**src/hdl/capture_pkg.sv**
```systemverilog
package capture_pkg;

    // ==============================
    // Sizes
    // ==============================
    localparam int data_bytes     = 8;
    localparam int mem_bytes      = 2048;
    localparam int mem_depth      = mem_bytes / data_bytes;
    localparam int meta_width     = 32;
    localparam int reg_addr_width = 13;

    typedef logic [data_bytes*8-1:0]         beat_data_t;
    typedef logic [$clog2(data_bytes)-1:0]   mty_t;
    typedef logic [meta_width-1:0]           meta_t;
    typedef logic [$clog2(mem_depth)-1:0]    mem_addr_t;
    typedef logic [15:0]                     pkt_len_t;
    typedef logic [reg_addr_width-1:0]       reg_addr_t;
    typedef logic [31:0]                     reg_data_t;

    // ==============================
    // Register map
    // ==============================
    localparam reg_addr_t reg_info_mem_size   = 13'h0000;
    localparam reg_addr_t reg_info_meta_width = 13'h0004;
    localparam reg_addr_t reg_command         = 13'h0008;
    localparam reg_addr_t reg_status          = 13'h000C;
    localparam reg_addr_t reg_pkt_len         = 13'h0010;
    localparam reg_addr_t reg_pkt_meta        = 13'h0014;
    // Window covers 0x1000 to 0x17FF
    localparam reg_addr_t mem_window_base     = 13'h1000;

    localparam logic [1:0] axil_resp_okay = 2'b00;

    // ==============================
    // Bundles
    // ==============================
    // First packet byte sits in data[63:56]
    typedef struct packed {
        beat_data_t data;
        mty_t       mty;
        logic       eop;
        meta_t      meta;
    } packet_beat_t;

    typedef struct packed {
        reg_addr_t  awaddr;
        logic       awvalid;
        reg_data_t  wdata;
        logic [3:0] wstrb;
        logic       wvalid;
        logic       bready;
        reg_addr_t  araddr;
        logic       arvalid;
        logic       rready;
    } axil_req_t;

    typedef struct packed {
        logic       awready;
        logic       wready;
        logic       bvalid;
        logic [1:0] bresp;
        logic       arready;
        logic       rvalid;
        reg_data_t  rdata;
        logic [1:0] rresp;
    } axil_rsp_t;

    typedef struct packed {
        reg_addr_t addr;
        reg_data_t wdata;
        logic      wr;
        logic      rd;
    } reg_req_t;

    typedef enum logic [7:0] {
        cmd_nop     = 8'd0,
        cmd_capture = 8'd1
    } capture_cmd_t;

    typedef struct packed {
        logic     done;
        logic     error;
        pkt_len_t len;
        meta_t    meta;
    } capture_status_t;

    typedef enum logic [1:0] {
        idle,
        armed,
        capturing,
        held
    } capture_state_t;

endpackage

```
**src/hdl/capture_writer.sv**
```systemverilog
`timescale 1ns/1ps

module capture_writer (
    input  logic                         clk,
    input  logic                         arst_n,
    input  capture_pkg::packet_beat_t    pkt,
    input  logic                         pkt_valid,
    output logic                         pkt_ready,
    input  logic                         cmd_valid,
    input  capture_pkg::capture_cmd_t    cmd,
    output capture_pkg::capture_status_t status,
    output logic                         mem_we,
    output capture_pkg::mem_addr_t       mem_waddr,
    output capture_pkg::beat_data_t      mem_wdata
);

    import capture_pkg::*;

    capture_state_t state_q;
    logic           in_pkt_q;
    logic           full_q;
    logic           done_q;
    logic           error_q;
    mem_addr_t      waddr_q;
    pkt_len_t       byte_cnt_q;
    pkt_len_t       len_q;
    meta_t          meta_q;
    pkt_len_t       beat_bytes;
    pkt_len_t       byte_sum;
    logic           accept;
    logic           take;

    // Stall only while a finished capture waits for software
    assign pkt_ready = (state_q != held);
    assign accept    = pkt_valid && pkt_ready;

    // Armed writer starts on a packet boundary only
    assign take = accept && (((state_q == armed) && !in_pkt_q) || (state_q == capturing));

    assign beat_bytes = pkt.eop ? pkt_len_t'(data_bytes) - pkt_len_t'(pkt.mty)
                                : pkt_len_t'(data_bytes);
    assign byte_sum   = byte_cnt_q + beat_bytes;

    assign mem_we    = take && !full_q;
    assign mem_waddr = waddr_q;
    assign mem_wdata = pkt.data;

    // ==============================
    // Capture FSM
    // ==============================
    always_ff @(posedge clk or negedge arst_n)
    begin
        if (!arst_n)
        begin
            state_q    <= idle;
            in_pkt_q   <= 1'b0;
            full_q     <= 1'b0;
            done_q     <= 1'b0;
            error_q    <= 1'b0;
            waddr_q    <= '0;
            byte_cnt_q <= '0;
            len_q      <= '0;
            meta_q     <= '0;
        end
        else
        begin
            if (accept)
            begin
                in_pkt_q <= !pkt.eop;
            end
            if (cmd_valid)
            begin
                done_q  <= (cmd != cmd_capture);
                error_q <= 1'b0;
                if (cmd == cmd_capture)
                begin
                    state_q    <= armed;
                    waddr_q    <= '0;
                    full_q     <= 1'b0;
                    byte_cnt_q <= '0;
                end
                else
                begin
                    state_q <= idle;
                end
            end
            else if (take)
            begin
                byte_cnt_q <= byte_sum;
                state_q    <= capturing;
                // Truncate past the end of memory but keep counting
                if (full_q)
                begin
                    error_q <= 1'b1;
                end
                else
                begin
                    waddr_q <= waddr_q + 1'b1;
                    if (waddr_q == mem_addr_t'(mem_depth - 1))
                    begin
                        full_q <= 1'b1;
                    end
                end
                if (pkt.eop)
                begin
                    len_q   <= byte_sum;
                    meta_q  <= pkt.meta;
                    done_q  <= 1'b1;
                    state_q <= held;
                end
            end
        end
    end

    assign status = '{done: done_q, error: error_q, len: len_q, meta: meta_q};

endmodule

```
**config.mk**
```make
export PLATFORM = sky130hd
export DESIGN_NAME = capture_writer
export DESIGN_NICKNAME = d
export VERILOG_FILES = /design/src/hdl/capture_pkg.sv /design/src/hdl/capture_writer.sv
export SDC_FILE = /design/constraint.sdc
export NUM_CORES = 1
export LEC_CHECK = 0
export ABC_CLOCK_PERIOD_IN_PS = 3100
export BUFFER_PORTS_ARGS = -buffer_cell sky130_fd_sc_hd__buf_2
export CAP_MARGIN = 20
export CORE_MARGIN = 4
export CORE_UTILIZATION = 45
export DETAILED_ROUTE_END_ITERATION = 8
export HOLD_SLACK_MARGIN = 0.12
export PLACE_DENSITY = 0.92
export SLEW_MARGIN = 20
export SYNTH_ARGS = -nofsm -noshare
export SYNTH_HDL_FRONTEND = slang
export SYNTH_SLANG_ARGS = --single-unit
export TNS_END_PERCENT = 30
```
**constraint.sdc**
```tcl
create_clock -name clk -period 3.1 [get_ports clk]
set_clock_uncertainty 0.1 [all_clocks]
set_input_delay 0.31 -clock clk [delete_from_list [all_inputs] [get_ports clk]]
set_output_delay 0.31 -clock clk [all_outputs]
set_load 0.1 [all_outputs]
```
==> run metrics <==
top-count cell post-synth nand2_1; Cell Area, Placed 4357 um^2; Cell Rows 35; Max transition margin 0.3468; min cycle time layout 2.549 ns; DIE WIDTH 105.0 um; fmax 0.3923 GHz; # port buffers 107; CTS H-tree depth 3; Core Area 9196 um^2; RSZ-0062 raised after global routing no; largest family of logic cells by synthesized area simple AND/OR/NAND/NOR gates; Iter 0 DRT Violations 347; Final Cell Area 4945 um^2; final WL 10.41 mm; Remaining DRCs 0; diode count 0; setup TNS 0 ns; Synth Warn # 0; pwr/cell area 602.7 nW/um^2; Synth Area in Adders 0.02247; leakage power 0.002524 uW; slew at the pin closest to its max-slew limit 0.9798 ns; global-route wire length before repair 17.29 mm; flops & latches, synth 78; final net count 653; FF/Latch Area 1952 um^2; die area 11,020 um^2; grt ovf 0; Final setup viols 0; post-synthesis xor/xnor area fraction 0.02276; fin util 0.5377; routed length per instance 16.02 um; initial antenna violation count 0; async set-reset flop share out of synthesis 1.000; gr usage total 0.1925; Syn Area/Cell 9.044 um^2; commonest cells in the netlist nand2_1, dfrtp_1, buf_4; mux cell area share after synthesis 0.009755; largest net degree at the start of global routing 79; Peak VDD IR 0.0003356 V; Synth Area in Compound Gates 0.1413; clk_lat worst skew 0.35 ns; Synth area leader dfrtp_1; WS Path Type flop to flop; Area Growth Syn to Fin 16.82%; number of CTS-inserted buffers 9; required time of the critical path 3.26 ns; CTS-repair resized insts 0; area occupied by multi-input gates 1675 um^2; Fin. Hold Viols 0; DRT Pass-1 Iters 6; Detail Route Antenna Nets 0; Final Max Slew Viols 0; Synth cell types 57; Synth Instances 468; clk sinks 78; Top FF cell, synth dfrtp_1; MaxCap Viol Count 0; fin crit share 0.8223; post-CTS setup buffers 0; # fillers 796; share of layout cells above drive strength 1 0.2412; vias in the first global route 3,610; top post-synthesis cells by area dfrtp_1, buf_4, nand2_1; post-synth top area share 0.4611; status complete, no violations; Final Wtd Congestion 0.8205; via count 3,561; post-place setup slack 0.3605 ns; CTS tree done; syn nets 587; cell area after synthesis 4233 um^2; worst min path class input pin to flop; Critical Path Fanout Max 6; initial core utilization 0.4603; number of synthesized flops with an enable pin 0; clock transition at the registers of the reported paths 0.08 ns; CTS Buffer Depth 2; Setup WS post-layout 0.5509 ns; # IOs 236; hpwl dp 6.901 mm; Synth Area in Simple Gates 0.1954; clock root cell clkbuf_8; vias per cell 5.478; CP arrival 2.70 ns; CP Capture Type flop; CP Launch Type flop; sequential element share of the synthesized area 0.4611; die height 105.0 um
[metal layers]
layer  GRT usage  vias up  share of wire
li1            -     1664              -
met1      0.2309     1698           0.41
met2      0.3148      146           0.49
met3     0.05435       53          0.059
met4     0.09841        0          0.036
met5           0        -              0
[cells in the final DEF (no fill, tap or decap), types with 6 or more instances in the layout]
cell	count
inv_1	10
dfrtp_1	78
o21ai_0	20
nand3_1	10
buf_2	106
a31oi_1	13
ha_1	6
nand2_1	122
o211ai_1	9
clkbuf_8	10
xnor2_1	8
nor2_1	17
dlygate4sd3_1	34
a21oi_1	6
[kinds of logic (layout without fill, tap and decap cells)]
group           after synthesis  after routing
compound gates               85             85
xor+xnor                     11             11
fa+ha+maj                     7              7
buf+inv                      98            169
flops                        78             78
mux                           4              4
simple gates                185            185
[sequential cells by signal (all words and copies together), names as in the netlist]
name,cells
meta_q,32
byte_cnt_q,16
len_q,16
mem_waddr,8
state_q,2
done_q,1
full_q,1
in_pkt_q,1
error_q,1
[stage by stage]
step	power [uW]	hold slack, ns	instances
after floorplan	2214	-0.08559	468
after global placement	1986	0.3516	600
after detailed placement	2014	0.3568	600
after CTS	2998	0.1859	650
after global routing	3109	0.2039	650
final	2980	0.1912	650
[critical path, cell delays in order, from the launching register on]
cell and delay [ns]:
dfrtp_1 0.36, ha_1 0.19, inv_1 0.07, fa_1 0.40, nand2b_1 0.28, a2111oi_0 0.70, a21oi_1 0.16, a31oi_1 0.20
[path summary, 6_finish.rpt]
path	startpoint	endpoint	slack, ns	cells after the start
max	byte_cnt_q[0]	byte_cnt_q[10]	0.55	7
min	pkt[32]	in_pkt_q	0.19	2
max reg2reg	byte_cnt_q[0]	byte_cnt_q[10]	0.55	7
min reg2reg	len_q[9]	len_q[9]	0.37	2
max in group asynchronous	arst_n	byte_cnt_q[13]	1.71	2
min in group asynchronous	arst_n	mem_waddr[6]	0.57	2
[final cells by class]
cell class,instances,area share
multi-input combinational,292,0.3388
clock buffer,11,0.02859
tap,111,0.02809
clock inverter,5,0.02151
inverter,10,0.007591
timing repair buffer,143,0.1807
sequential,78,0.3947
[power breakdown]
part / leakage (uW) / internal [uW] / total (uW) / switching, uW
registers: 0.00106 / 1100 / 1160 / 57.4
logic: 0.00135 / 182 / 876 / 695
clock network: 0.000120 / 559 / 947 / 388
total: 0.00252 / 1840 / 2980 / 1140
[repair_timing]
item | 4_1_cts | 5_1_grt
endpoints found under the hold margin | 111 | 0
hold buffers | 34 | 0
endpoints found under the setup margin | 0 | 0
Power figures use the tool's default switching activity.
