[src/hdl/capture_pkg.sv]
package capture_pkg;

    // ==============================
    // Sizes
    // ==============================
    localparam int data_bytes     = 8;
    localparam int mem_bytes      = 2048;
    localparam int mem_depth      = mem_bytes / data_bytes;
    localparam int meta_width     = 32;
    localparam int reg_addr_width = 13;

    typedef logic [data_bytes*8-1:0]         beat_data_t;
    typedef logic [$clog2(data_bytes)-1:0]   mty_t;
    typedef logic [meta_width-1:0]           meta_t;
    typedef logic [$clog2(mem_depth)-1:0]    mem_addr_t;
    typedef logic [15:0]                     pkt_len_t;
    typedef logic [reg_addr_width-1:0]       reg_addr_t;
    typedef logic [31:0]                     reg_data_t;

    // ==============================
    // Register map
    // ==============================
    localparam reg_addr_t reg_info_mem_size   = 13'h0000;
    localparam reg_addr_t reg_info_meta_width = 13'h0004;
    localparam reg_addr_t reg_command         = 13'h0008;
    localparam reg_addr_t reg_status          = 13'h000C;
    localparam reg_addr_t reg_pkt_len         = 13'h0010;
    localparam reg_addr_t reg_pkt_meta        = 13'h0014;
    // Window covers 0x1000 to 0x17FF
    localparam reg_addr_t mem_window_base     = 13'h1000;

    localparam logic [1:0] axil_resp_okay = 2'b00;

    // ==============================
    // Bundles
    // ==============================
    // First packet byte sits in data[63:56]
    typedef struct packed {
        beat_data_t data;
        mty_t       mty;
        logic       eop;
        meta_t      meta;
    } packet_beat_t;

    typedef struct packed {
        reg_addr_t  awaddr;
        logic       awvalid;
        reg_data_t  wdata;
        logic [3:0] wstrb;
        logic       wvalid;
        logic       bready;
        reg_addr_t  araddr;
        logic       arvalid;
        logic       rready;
    } axil_req_t;

    typedef struct packed {
        logic       awready;
        logic       wready;
        logic       bvalid;
        logic [1:0] bresp;
        logic       arready;
        logic       rvalid;
        reg_data_t  rdata;
        logic [1:0] rresp;
    } axil_rsp_t;

    typedef struct packed {
        reg_addr_t addr;
        reg_data_t wdata;
        logic      wr;
        logic      rd;
    } reg_req_t;

    typedef enum logic [7:0] {
        cmd_nop     = 8'd0,
        cmd_capture = 8'd1
    } capture_cmd_t;

    typedef struct packed {
        logic     done;
        logic     error;
        pkt_len_t len;
        meta_t    meta;
    } capture_status_t;

    typedef enum logic [1:0] {
        idle,
        armed,
        capturing,
        held
    } capture_state_t;

endpackage

[src/hdl/axil_reg_slave.sv]
`timescale 1ns/1ps

module axil_reg_slave (
    input  logic                   clk,
    input  logic                   arst_n,
    input  capture_pkg::axil_req_t axil_req,
    output capture_pkg::axil_rsp_t axil_rsp,
    output capture_pkg::reg_req_t  reg_req,
    input  logic                   reg_ack,
    input  capture_pkg::reg_data_t reg_rdata
);

    import capture_pkg::*;

    typedef enum logic [1:0] {
        sl_idle,
        sl_wait,
        sl_resp
    } slave_state_t;

    slave_state_t state_q;
    logic         is_wr_q;
    logic         wr_q;
    logic         rd_q;
    logic         bvalid_q;
    logic         rvalid_q;
    reg_addr_t    addr_q;
    reg_data_t    wdata_q;
    reg_data_t    rdata_q;
    reg_data_t    wdata_masked;
    logic         wr_start;
    logic         rd_start;

    // Write needs both address and data; it beats a read in the same cycle
    assign wr_start = (state_q == sl_idle) && axil_req.awvalid && axil_req.wvalid;
    assign rd_start = (state_q == sl_idle) && axil_req.arvalid && !wr_start;

    // Disabled byte lanes read as zero downstream
    always_comb
    begin
        for (int i = 0; i < 4; i++)
        begin
            wdata_masked[8*i +: 8] = axil_req.wstrb[i] ? axil_req.wdata[8*i +: 8] : 8'h00;
        end
    end

    // ==============================
    // Transaction FSM
    // ==============================
    always_ff @(posedge clk or negedge arst_n)
    begin
        if (!arst_n)
        begin
            state_q  <= sl_idle;
            is_wr_q  <= 1'b0;
            wr_q     <= 1'b0;
            rd_q     <= 1'b0;
            bvalid_q <= 1'b0;
            rvalid_q <= 1'b0;
        end
        else
        begin
            // Requests last a single cycle
            wr_q <= 1'b0;
            rd_q <= 1'b0;
            case (state_q)
                sl_idle:
                begin
                    if (wr_start)
                    begin
                        wr_q    <= 1'b1;
                        is_wr_q <= 1'b1;
                        state_q <= sl_wait;
                    end
                    else if (rd_start)
                    begin
                        rd_q    <= 1'b1;
                        is_wr_q <= 1'b0;
                        state_q <= sl_wait;
                    end
                end
                sl_wait:
                begin
                    if (reg_ack)
                    begin
                        bvalid_q <= is_wr_q;
                        rvalid_q <= !is_wr_q;
                        state_q  <= sl_resp;
                    end
                end
                sl_resp:
                begin
                    // Held until the master takes it
                    if ((bvalid_q && axil_req.bready) || (rvalid_q && axil_req.rready))
                    begin
                        bvalid_q <= 1'b0;
                        rvalid_q <= 1'b0;
                        state_q  <= sl_idle;
                    end
                end
                default:
                begin
                    state_q <= sl_idle;
                end
            endcase
        end
    end

    // Address, data and read result
    always_ff @(posedge clk)
    begin
        if (wr_start)
        begin
            addr_q  <= axil_req.awaddr;
            wdata_q <= wdata_masked;
        end
        else if (rd_start)
        begin
            addr_q  <= axil_req.araddr;
            wdata_q <= '0;
        end
        if ((state_q == sl_wait) && reg_ack && !is_wr_q)
        begin
            rdata_q <= reg_rdata;
        end
    end

    assign reg_req = '{addr: addr_q, wdata: wdata_q, wr: wr_q, rd: rd_q};

    assign axil_rsp = '{
        awready: wr_start,
        wready:  wr_start,
        bvalid:  bvalid_q,
        bresp:   axil_resp_okay,
        arready: rd_start,
        rvalid:  rvalid_q,
        rdata:   rdata_q,
        rresp:   axil_resp_okay
    };

endmodule

[config.mk]
export PLATFORM = sky130hd
export DESIGN_NAME = axil_reg_slave
export DESIGN_NICKNAME = d
export VERILOG_FILES = /design/src/hdl/capture_pkg.sv /design/src/hdl/axil_reg_slave.sv
export SDC_FILE = /design/constraint.sdc
export NUM_CORES = 1
export LEC_CHECK = 0
export ABC_AREA = 1
export BUFFER_PORTS_ARGS = -buffer_cell sky130_fd_sc_hd__clkbuf_2
export CAP_MARGIN = 5
export CORE_ASPECT_RATIO = 2
export CORE_MARGIN = 10
export CORE_UTILIZATION = 25
export CTS_CLUSTER_SIZE = 25
export DETAILED_ROUTE_END_ITERATION = 12
export SYNTH_ARGS = -nofsm -noshare
export SYNTH_HDL_FRONTEND = slang
export SYNTH_SLANG_ARGS = --single-unit
[constraint.sdc]
create_clock -name clk -period 3.2 [get_ports clk]
set_input_delay 0.16 -clock clk [delete_from_list [all_inputs] [get_ports clk]]
set_output_delay 0.16 -clock clk [all_outputs]
set_load 0.01 [all_outputs]
==> out/results.ini <==
[sta]
report.final.slew_viol_count=0
fmax_mhz=453.3
finalClockSkew_ns=0.006352
final.setup.tns_ns=0
finalHoldViolations=0
fin_crit_ns=2.206
worst_slack_ns=0.9938
timing.final.crit_share_pct=68.94
relSlewSlack_pct=31.99
worstMarginPinSlew_ns=1.017
rsz0062_at_grt=false
setup_viol=0

[yosys]
synth.avg_cell_area_um2=13.26
yosys_warnings=0
ys_ff_latch=84
syn_area_um2=3168
netlist_instances=239
ys_types=14
yosysSeqAreaShare_pct=78.52

[clock_tree]
cts-root-buf=clkbuf_16
clock_latency_ns=0.33
cts_made_buffers=9
cts_setup_buffers=0
clk_path_buf_depth=2
cts.sinks=84
h-tree-depth=3
clkTransAtPathRegs_ns=0.06
cts_tree=yes

[detailed_routing]
wl_per_cell_um=15.29
ant_nets=0
wirelength_mm=9.295
drt_first_pass_iters=4
drt_iter0_markers=63
via_per_inst=3.944
num_vias=2398
drc=0

[critical_path]
crit_arrival_ns=2.20
critical-path-slowest-cell=nand2_2
critical_path_required_ns=3.20
cp_max_fo=24
crit_chain=nor2_1, nand3_2, nand2_2, buf_4
startpoint_type=flip-flop
worstSetupEndpointType=flip-flop
crit_type=flip-flop to flip-flop
slowest_delay_ns=0.50

[placed_design]
port_buffers=185
routabilityCongestion=0.7633
hpwlAfterDp_mm=7.597
dp_cells=565
place_ws_ns=0.9471

[floorplanning]
die_h_um=179.2
die_w_um=99.60
io_pins=190
die_area_um2=17850
start_util_pct=25.38
core_area_um2=12480
rows=58

[power_and_ir_drop]
p_per_area_nw_per_um2=738.0
p_leak_nw=2.368
peakVddDrop_uv=306.5

[worst_hold_path]
hold_path_class=input port to flip-flop

[global_routing]
grt_max_degree=33
first_global_vias=2645
gr-total-overflow=0
gr-usage-all-layers_pct=10.02
grt_first_pass_wirelength_mm=13.89
antenna_found_initial=0

[finish]
n_fill_cell=1239
drive_gt1_share_pct=45.63
area_delta_synth_final_pct=51.07
final_nets=555
antennaDiodeCount=0
stdcell_count=608

[outcome]
status=complete, no violations

[flow_run]
drv_cap=0

[worst max-delay path, delay by kind of cell, from the launching register on]
family | cells | cell delay [ns]
buffers and inverters | 1 | 0.41
flip-flops | 1 | 0.46
AND/OR/NAND/NOR | 3 | 1.00
[cell families after synthesis]
group / Yosys count / share of synthesized area, %
buffers and inverters: 51 / 7.543
AO/OA/AOI/OAI: 1 / 0.2371
other: 1 / 0.1184
AND/OR/NAND/NOR: 102 / 13.59
flip-flops: 84 / 78.52
[metal layers]
metal	vias to the layer above	share of wire [%]	GRT usage (%)
met5	-	0	0
met4	0	2.0	4.202
met3	13	7.6	4.130
met2	112	55	18.27
met1	1092	35	9.573
li1	1181	-	-
[metrics by stage]
| stage | total power, mW | instance area (um^2) | utilization (%) | hold WS [ns] |
|---|---|---|---|---|
| after global routing | 3.734 | 4786 | 38.34 | 0.0008107 |
| after detailed placement | 2.524 | 4217 | 33.78 | 0.01630 |
| final | 3.532 | 4786 | 38.34 | 0.01605 |
| after CTS | 3.598 | 4756 | 38.10 | 0.0003014 |
| after floorplan | 2.103 | 3179 | - | -0.1356 |
| after global placement | 2.505 | 4217 | 33.78 | 0.01075 |
[where the power goes]
group | internal (mW) | switching [mW] | leakage [nW]
Clock | 0.610 | 0.422 | 0.148
Sequential | 1.56 | 0.100 | 0.821
Combinational | 0.296 | 0.543 | 1.40
[cells in the mapped netlist (all sizes together)]
cell type | n | area, um^2
conb | 1 | 3.750
edfxtp | 77 | 2312
nand2 | 59 | 251.5
nor2 | 37 | 138.9
o211ai | 1 | 7.510
nor3 | 2 | 15.01
nand3 | 4 | 25.02
buf | 14 | 100.1
inv | 37 | 138.9
dfrtp | 7 | 175.2
[cell usage in the layout (no fill, tap or decap), drive strengths merged]
master | netlist | final
buf | 14 | 2
bufinv | 0 | 1
clkbuf | 0 | 194
clkinv | 0 | 3
conb | 1 | 4
dfrtp | 7 | 7
dlygate4sd3 | 0 | 27
edfxtp | 77 | 77
inv | 37 | 40
nand2 | 59 | 59
nand3 | 4 | 4
nor2 | 37 | 37
nor3 | 2 | 2
o211ai | 1 | 1
[sequential cells by signal (all words and copies together), names as in the netlist]
register	flops
bvalid_q	1
is_wr_q	1
wdata_q	32
rvalid_q	1
addr_q	13
state_q	2
wr_q	1
rdata_q	32
rd_q	1
[final timing paths]
check | slack, ns | startpoint | end | cells past startpoint
min | 0.02 | reg_rdata[16] | rdata_q[16] | 1
max reg2reg | 0.99 | state_q[0] | wdata_q[29] | 4
min reg2reg | 0.54 | bvalid_q | bvalid_q | 2
max in group asynchronous | 2.82 | arst_n | rvalid_q | 2
max | 0.99 | state_q[0] | wdata_q[29] | 4
min in group asynchronous | 0.21 | arst_n | rd_q | 2
[area by class of cell]
class | count | area, um^2 | area share, %
multi-input cells | 107 | 461.7 | 9.647
repair buffers | 214 | 1211 | 25.31
inverters | 37 | 138.9 | 2.902
flip-flops and latches | 84 | 2487 | 51.97
clock buffers | 9 | 225.2 | 4.706
well taps | 150 | 187.7 | 3.922
clock inverters | 7 | 73.82 | 1.542
[what timing repair did]
item,CTS,global route
endpoints found under the setup margin,0,0
hold buffers,24,3
hold endpoints to repair,30,3
gates resized for setup,0,0
Power figures use the tool's default switching activity.
