<file path="config.mk">
export PLATFORM = sky130hd
export DESIGN_NAME = capture_regs
export DESIGN_NICKNAME = d
export VERILOG_FILES = /design/src/hdl/capture_pkg.sv /design/src/hdl/capture_regs.sv
export SDC_FILE = /design/constraint.sdc
export NUM_CORES = 1
export LEC_CHECK = 0
export BUFFER_PORTS_ARGS = -buffer_cell sky130_fd_sc_hd__clkbuf_2
export CORE_AREA = 2 2 82 84
export CTS_CLUSTER_SIZE = 14
export DETAILED_ROUTE_END_ITERATION = 10
export DIE_AREA = 0 0 84 86
export PLACE_DENSITY = 0.85
export SLEW_MARGIN = 20
export SYNTH_ARGS = -nofsm -noshare
export SYNTH_HDL_FRONTEND = slang
export SYNTH_SLANG_ARGS = --single-unit
</file>
<file path="constraint.sdc">
create_clock -name clk -period 2.2 [get_ports clk]
set_input_delay 0.44 -clock clk [delete_from_list [all_inputs] [get_ports clk]]
set_output_delay 0.44 -clock clk [all_outputs]
set_load 0.005 [all_outputs]
</file>
<file path="src/hdl/capture_pkg.sv">
package capture_pkg;

    // ==============================
    // Sizes
    // ==============================
    localparam int data_bytes     = 8;
    localparam int mem_bytes      = 2048;
    localparam int mem_depth      = mem_bytes / data_bytes;
    localparam int meta_width     = 32;
    localparam int reg_addr_width = 13;

    typedef logic [data_bytes*8-1:0]         beat_data_t;
    typedef logic [$clog2(data_bytes)-1:0]   mty_t;
    typedef logic [meta_width-1:0]           meta_t;
    typedef logic [$clog2(mem_depth)-1:0]    mem_addr_t;
    typedef logic [15:0]                     pkt_len_t;
    typedef logic [reg_addr_width-1:0]       reg_addr_t;
    typedef logic [31:0]                     reg_data_t;

    // ==============================
    // Register map
    // ==============================
    localparam reg_addr_t reg_info_mem_size   = 13'h0000;
    localparam reg_addr_t reg_info_meta_width = 13'h0004;
    localparam reg_addr_t reg_command         = 13'h0008;
    localparam reg_addr_t reg_status          = 13'h000C;
    localparam reg_addr_t reg_pkt_len         = 13'h0010;
    localparam reg_addr_t reg_pkt_meta        = 13'h0014;
    // Window covers 0x1000 to 0x17FF
    localparam reg_addr_t mem_window_base     = 13'h1000;

    localparam logic [1:0] axil_resp_okay = 2'b00;

    // ==============================
    // Bundles
    // ==============================
    // First packet byte sits in data[63:56]
    typedef struct packed {
        beat_data_t data;
        mty_t       mty;
        logic       eop;
        meta_t      meta;
    } packet_beat_t;

    typedef struct packed {
        reg_addr_t  awaddr;
        logic       awvalid;
        reg_data_t  wdata;
        logic [3:0] wstrb;
        logic       wvalid;
        logic       bready;
        reg_addr_t  araddr;
        logic       arvalid;
        logic       rready;
    } axil_req_t;

    typedef struct packed {
        logic       awready;
        logic       wready;
        logic       bvalid;
        logic [1:0] bresp;
        logic       arready;
        logic       rvalid;
        reg_data_t  rdata;
        logic [1:0] rresp;
    } axil_rsp_t;

    typedef struct packed {
        reg_addr_t addr;
        reg_data_t wdata;
        logic      wr;
        logic      rd;
    } reg_req_t;

    typedef enum logic [7:0] {
        cmd_nop     = 8'd0,
        cmd_capture = 8'd1
    } capture_cmd_t;

    typedef struct packed {
        logic     done;
        logic     error;
        pkt_len_t len;
        meta_t    meta;
    } capture_status_t;

    typedef enum logic [1:0] {
        idle,
        armed,
        capturing,
        held
    } capture_state_t;

endpackage

</file>
<file path="src/hdl/capture_regs.sv">
`timescale 1ns/1ps

module capture_regs (
    input  logic                         clk,
    input  logic                         arst_n,
    input  capture_pkg::reg_req_t        reg_req,
    output logic                         reg_ack,
    output capture_pkg::reg_data_t       reg_rdata,
    output logic                         cmd_valid,
    output capture_pkg::capture_cmd_t    cmd,
    input  capture_pkg::capture_status_t status,
    output capture_pkg::mem_addr_t       mem_raddr,
    input  capture_pkg::beat_data_t      mem_rdata
);

    import capture_pkg::*;

    logic         win_hit;
    logic         win_pend_q;
    logic         win_lo_q;
    logic         cmd_known;
    capture_cmd_t cmd_next;
    reg_data_t    rd_value;

    // ==============================
    // Decode
    // ==============================
    assign win_hit   = (reg_req.addr & ~reg_addr_t'(mem_bytes - 1)) == mem_window_base;
    assign mem_raddr = mem_addr_t'(reg_req.addr >> $clog2(data_bytes));

    always_comb
    begin
        case (reg_req.addr)
            reg_info_mem_size:   rd_value = reg_data_t'(mem_bytes);
            reg_info_meta_width: rd_value = reg_data_t'(meta_width);
            reg_status:          rd_value = reg_data_t'({status.error, status.done});
            reg_pkt_len:         rd_value = reg_data_t'(status.len);
            reg_pkt_meta:        rd_value = reg_data_t'(status.meta);
            default:             rd_value = '0;
        endcase
    end

    // Unknown command codes are dropped
    always_comb
    begin
        case (reg_req.wdata)
            reg_data_t'(cmd_capture):
            begin
                cmd_next  = cmd_capture;
                cmd_known = 1'b1;
            end
            reg_data_t'(cmd_nop):
            begin
                cmd_next  = cmd_nop;
                cmd_known = 1'b1;
            end
            default:
            begin
                cmd_next  = cmd_nop;
                cmd_known = 1'b0;
            end
        endcase
    end

    // ==============================
    // Ack and command pulse
    // ==============================
    always_ff @(posedge clk or negedge arst_n)
    begin
        if (!arst_n)
        begin
            reg_ack    <= 1'b0;
            cmd_valid  <= 1'b0;
            win_pend_q <= 1'b0;
        end
        else
        begin
            reg_ack    <= 1'b0;
            cmd_valid  <= 1'b0;
            win_pend_q <= 1'b0;
            if (win_pend_q)
            begin
                reg_ack <= 1'b1;
            end
            else if (reg_req.rd && win_hit)
            begin
                // Memory read is registered, one extra cycle
                win_pend_q <= 1'b1;
            end
            else if (reg_req.rd || reg_req.wr)
            begin
                reg_ack <= 1'b1;
            end
            if (reg_req.wr && (reg_req.addr == reg_command) && cmd_known)
            begin
                cmd_valid <= 1'b1;
            end
        end
    end

    always_ff @(posedge clk)
    begin
        if (win_pend_q)
        begin
            // Byte A lives in the upper half when A[2] is clear
            reg_rdata <= win_lo_q ? mem_rdata[31:0] : mem_rdata[63:32];
        end
        else if (reg_req.rd)
        begin
            reg_rdata <= rd_value;
        end
        if (reg_req.rd)
        begin
            win_lo_q <= reg_req.addr[2];
        end
        if (reg_req.wr)
        begin
            cmd <= cmd_next;
        end
    end

endmodule

</file>
==> impl_metrics.env <==
export IMPL_multi_input_area_um2=1120
export IMPL_cp_cell_sequence="clkbuf_2 > nor4_4 > nand4_2 > o21ai_0"
export IMPL_finalSetupTns_ns=0
export IMPL_synthesis_area_um2=2430
export IMPL_grt_pass1_wl_um=11400
export IMPL_critical_path_required_ns=2.30
export IMPL_postSynthAreaPerCell_um2=10.6
export IMPL_ys_seq_elements=37
export IMPL_ys_warn_count=0
export IMPL_register_area_um2=1100
export IMPL_slew_violations=0
export IMPL_max_slew_worst_pin_slew_ns=0.787
export IMPL_drive_gt1_frac=0.609
export IMPL_gr_total_overflow=0
export IMPL_numPortBuffers=205
export IMPL_final_nets=589
export IMPL_cts_tree="yes"
export IMPL_drt_iter0_markers=77
export IMPL_clk_pin_slew_ns=0.08
export IMPL_hold_violations=0
export IMPL_crit_path_max_incr_delay_ns=0.41
export IMPL_setup_viol=0
export IMPL_placed_area_um2=3440
export IMPL_synthTopCellsByArea="edfxtp_1 (42%), mux2_2 (16%), nand2_1 (5.4%)"
export IMPL_cp_arrival_ns=1.69
export IMPL_synth_seq_area_share=0.450
export IMPL_clk_latency_ns=0.28
export IMPL_ys_flop_type="edfxtp_1"
export IMPL_cts_inserted_buffers=5
export IMPL_syn_inst=230
export IMPL_drt_wl_total_um=7230
export IMPL_first_global_vias=2588
export IMPL_die_w_um=84
export IMPL_min_period_ns=1.59
export IMPL_synth_common_cells="nand2_1 (35), edfxtp_1 (34), mux2_2 (34)"
export IMPL_initial_core_util=0.388
export IMPL_critical_path_max_fanout=15
export IMPL_synth_edf_count=34
export IMPL_die_h_um=86
export IMPL_rsz0062_at_grt="no"
export IMPL_area_growth_syn_to_layout_pct=45.0
export IMPL_cts_sinks=37
export IMPL_hold_class="in -> reg"
export IMPL_final_area_um2=3530
export IMPL_cp_slowest_cell="nand4_2"
export IMPL_synthArstFlopShare=0.0811
export IMPL_end_kind="register"
export IMPL_power_total_mw=1.67
export IMPL_path_class="in -> reg"
export IMPL_vdd_ir_drop_max_v=0.000218
export IMPL_relSlewSlack=0.475
export IMPL_synth_top_area_frac=0.419
export IMPL_ant_nets=0
export IMPL_htreeDepth=2
export IMPL_gp_congestion=0.829
export IMPL_fin_util=0.562
export IMPL_hpwl_um=5930
export IMPL_wl_per_cell_um=14.3
export IMPL_post_cts_buffers=0
export IMPL_grt_max_degree=34
export IMPL_dieArea_um2=7220
export IMPL_crit_path_start_kind="input pin"
export IMPL_viasPerCell=4.93
export IMPL_p_leak_nw=1.82
export IMPL_fill_cells=568
export IMPL_diodes=0
export IMPL_fin_skew_ns=0.00759
export IMPL_synth_most_common_cell="nand2_1"
export IMPL_synth_cell_types=34
export IMPL_drv_cap=0
export IMPL_core_um2=6280
export IMPL_fmax_mhz=629
export IMPL_power_density_nw_per_um2=473
export IMPL_cts_root_buf="clkbuf_8"
export IMPL_track_usage=0.199
export IMPL_outcome="completed"
export IMPL_drc_errors=0
export IMPL_vias=2485
export IMPL_antenna_found_initial=0
export IMPL_dr_pass1_iters=4
export IMPL_std_cell_rows=29
export IMPL_yosys_area_top_type="edfxtp_1"
export IMPL_pin_count=213
export IMPL_period_share=0.723
export IMPL_clock_path_buffers=2
path summary, 6_finish.rpt:
check / start / endpoint / slack (ns) / depth (start not counted)
setup / recovery: reg_req[39] / reg_rdata[17] / 0.61 / 4
hold / removal: reg_req[45] / win_pend_q / 0.38 / 2
setup reg to reg: win_pend_q / reg_rdata[17] / 0.63 / 3
hold reg to reg: win_pend_q / win_pend_q / 0.72 / 2
max in group asynchronous: arst_n / cmd_valid / 1.61 / 2
min in group asynchronous: arst_n / win_pend_q / 0.48 / 2
kinds of logic after synthesis:
family / after synthesis / share of synthesized area
buf+inv: 45 / 0.100
simple gates: 63 / 0.145
mux: 46 / 0.207
other cells: 1 / 0.00154
compound gates: 38 / 0.0961
flops: 37 / 0.450
cell type report:
class / instances / share of cell area
multi-input cells: 154 / 0.317
flip-flops and latches: 37 / 0.311
repair buffers: 211 / 0.304
well taps: 77 / 0.0273
clock buffers: 6 / 0.0206
inverters: 17 / 0.0181
clock inverters: 2 / 0.00284
what timing repair did:
item	4_1_cts	5_1_grt
gates resized for setup	0	0
hold buffers	1	0
setup endpoints to repair	0	0
endpoints found under the hold margin	3	0
registers in the layout, summed over array words and instances (netlist names):
signal,flops
win_pend_q,1
cmd,1
win_lo_q,1
reg_rdata,32
cmd_valid,1
reg_ack,1
stage by stage:
| stage | hold WS (ns) | instances | setup slack, ns |
|---|---|---|---|
| 5_1_grt | 0.369 | 504 | 0.467 |
| 6_report | 0.382 | 504 | 0.609 |
| 3_5_place_dp | 0.239 | 495 | 0.333 |
| 3_3_place_gp | 0.237 | 495 | 0.447 |
| 4_1_cts | 0.366 | 504 | 0.632 |
| 2_1_floorplan | 0.144 | 236 | 0.751 |
where the power goes:
| group | switching (mW) | internal (mW) |
|---|---|---|
| combinational | 0.172 | 0.221 |
| sequential | 0.0111 | 0.813 |
| clock | 0.232 | 0.220 |
| total | 0.415 | 1.25 |
routing by layer:
| metal | track usage | vias to the layer above | wire, um |
|---|---|---|---|
| met5 | 0 | - | 0 |
| met4 | 0.0572 | 0 | 64 |
| met2 | 0.415 | 127 | 4230 |
| met3 | 0.0510 | 6 | 506 |
| li1 | - | 1198 | - |
| met1 | 0.187 | 1154 | 2420 |
layout by cell type, fill, tap and decap left out, drive strengths merged, types with 3 or more instances in the layout:
cell type / n
dfrtp: 3
nor4: 10
buf: 5
o31ai: 3
mux2i: 12
nand2: 35
nor3: 3
edfxtp: 34
mux2: 34
clkbuf: 211
nand4: 4
nor2: 3
inv: 17
o21ai: 28
conb: 7
critical path: cells and delay by family:
family	cells	cell delay, ns
buffers and inverters	1	0.11
and+or+nand+nor	2	0.80
AOI/OAI and AO/OA	1	0.33
Power figures use the tool's default switching activity.
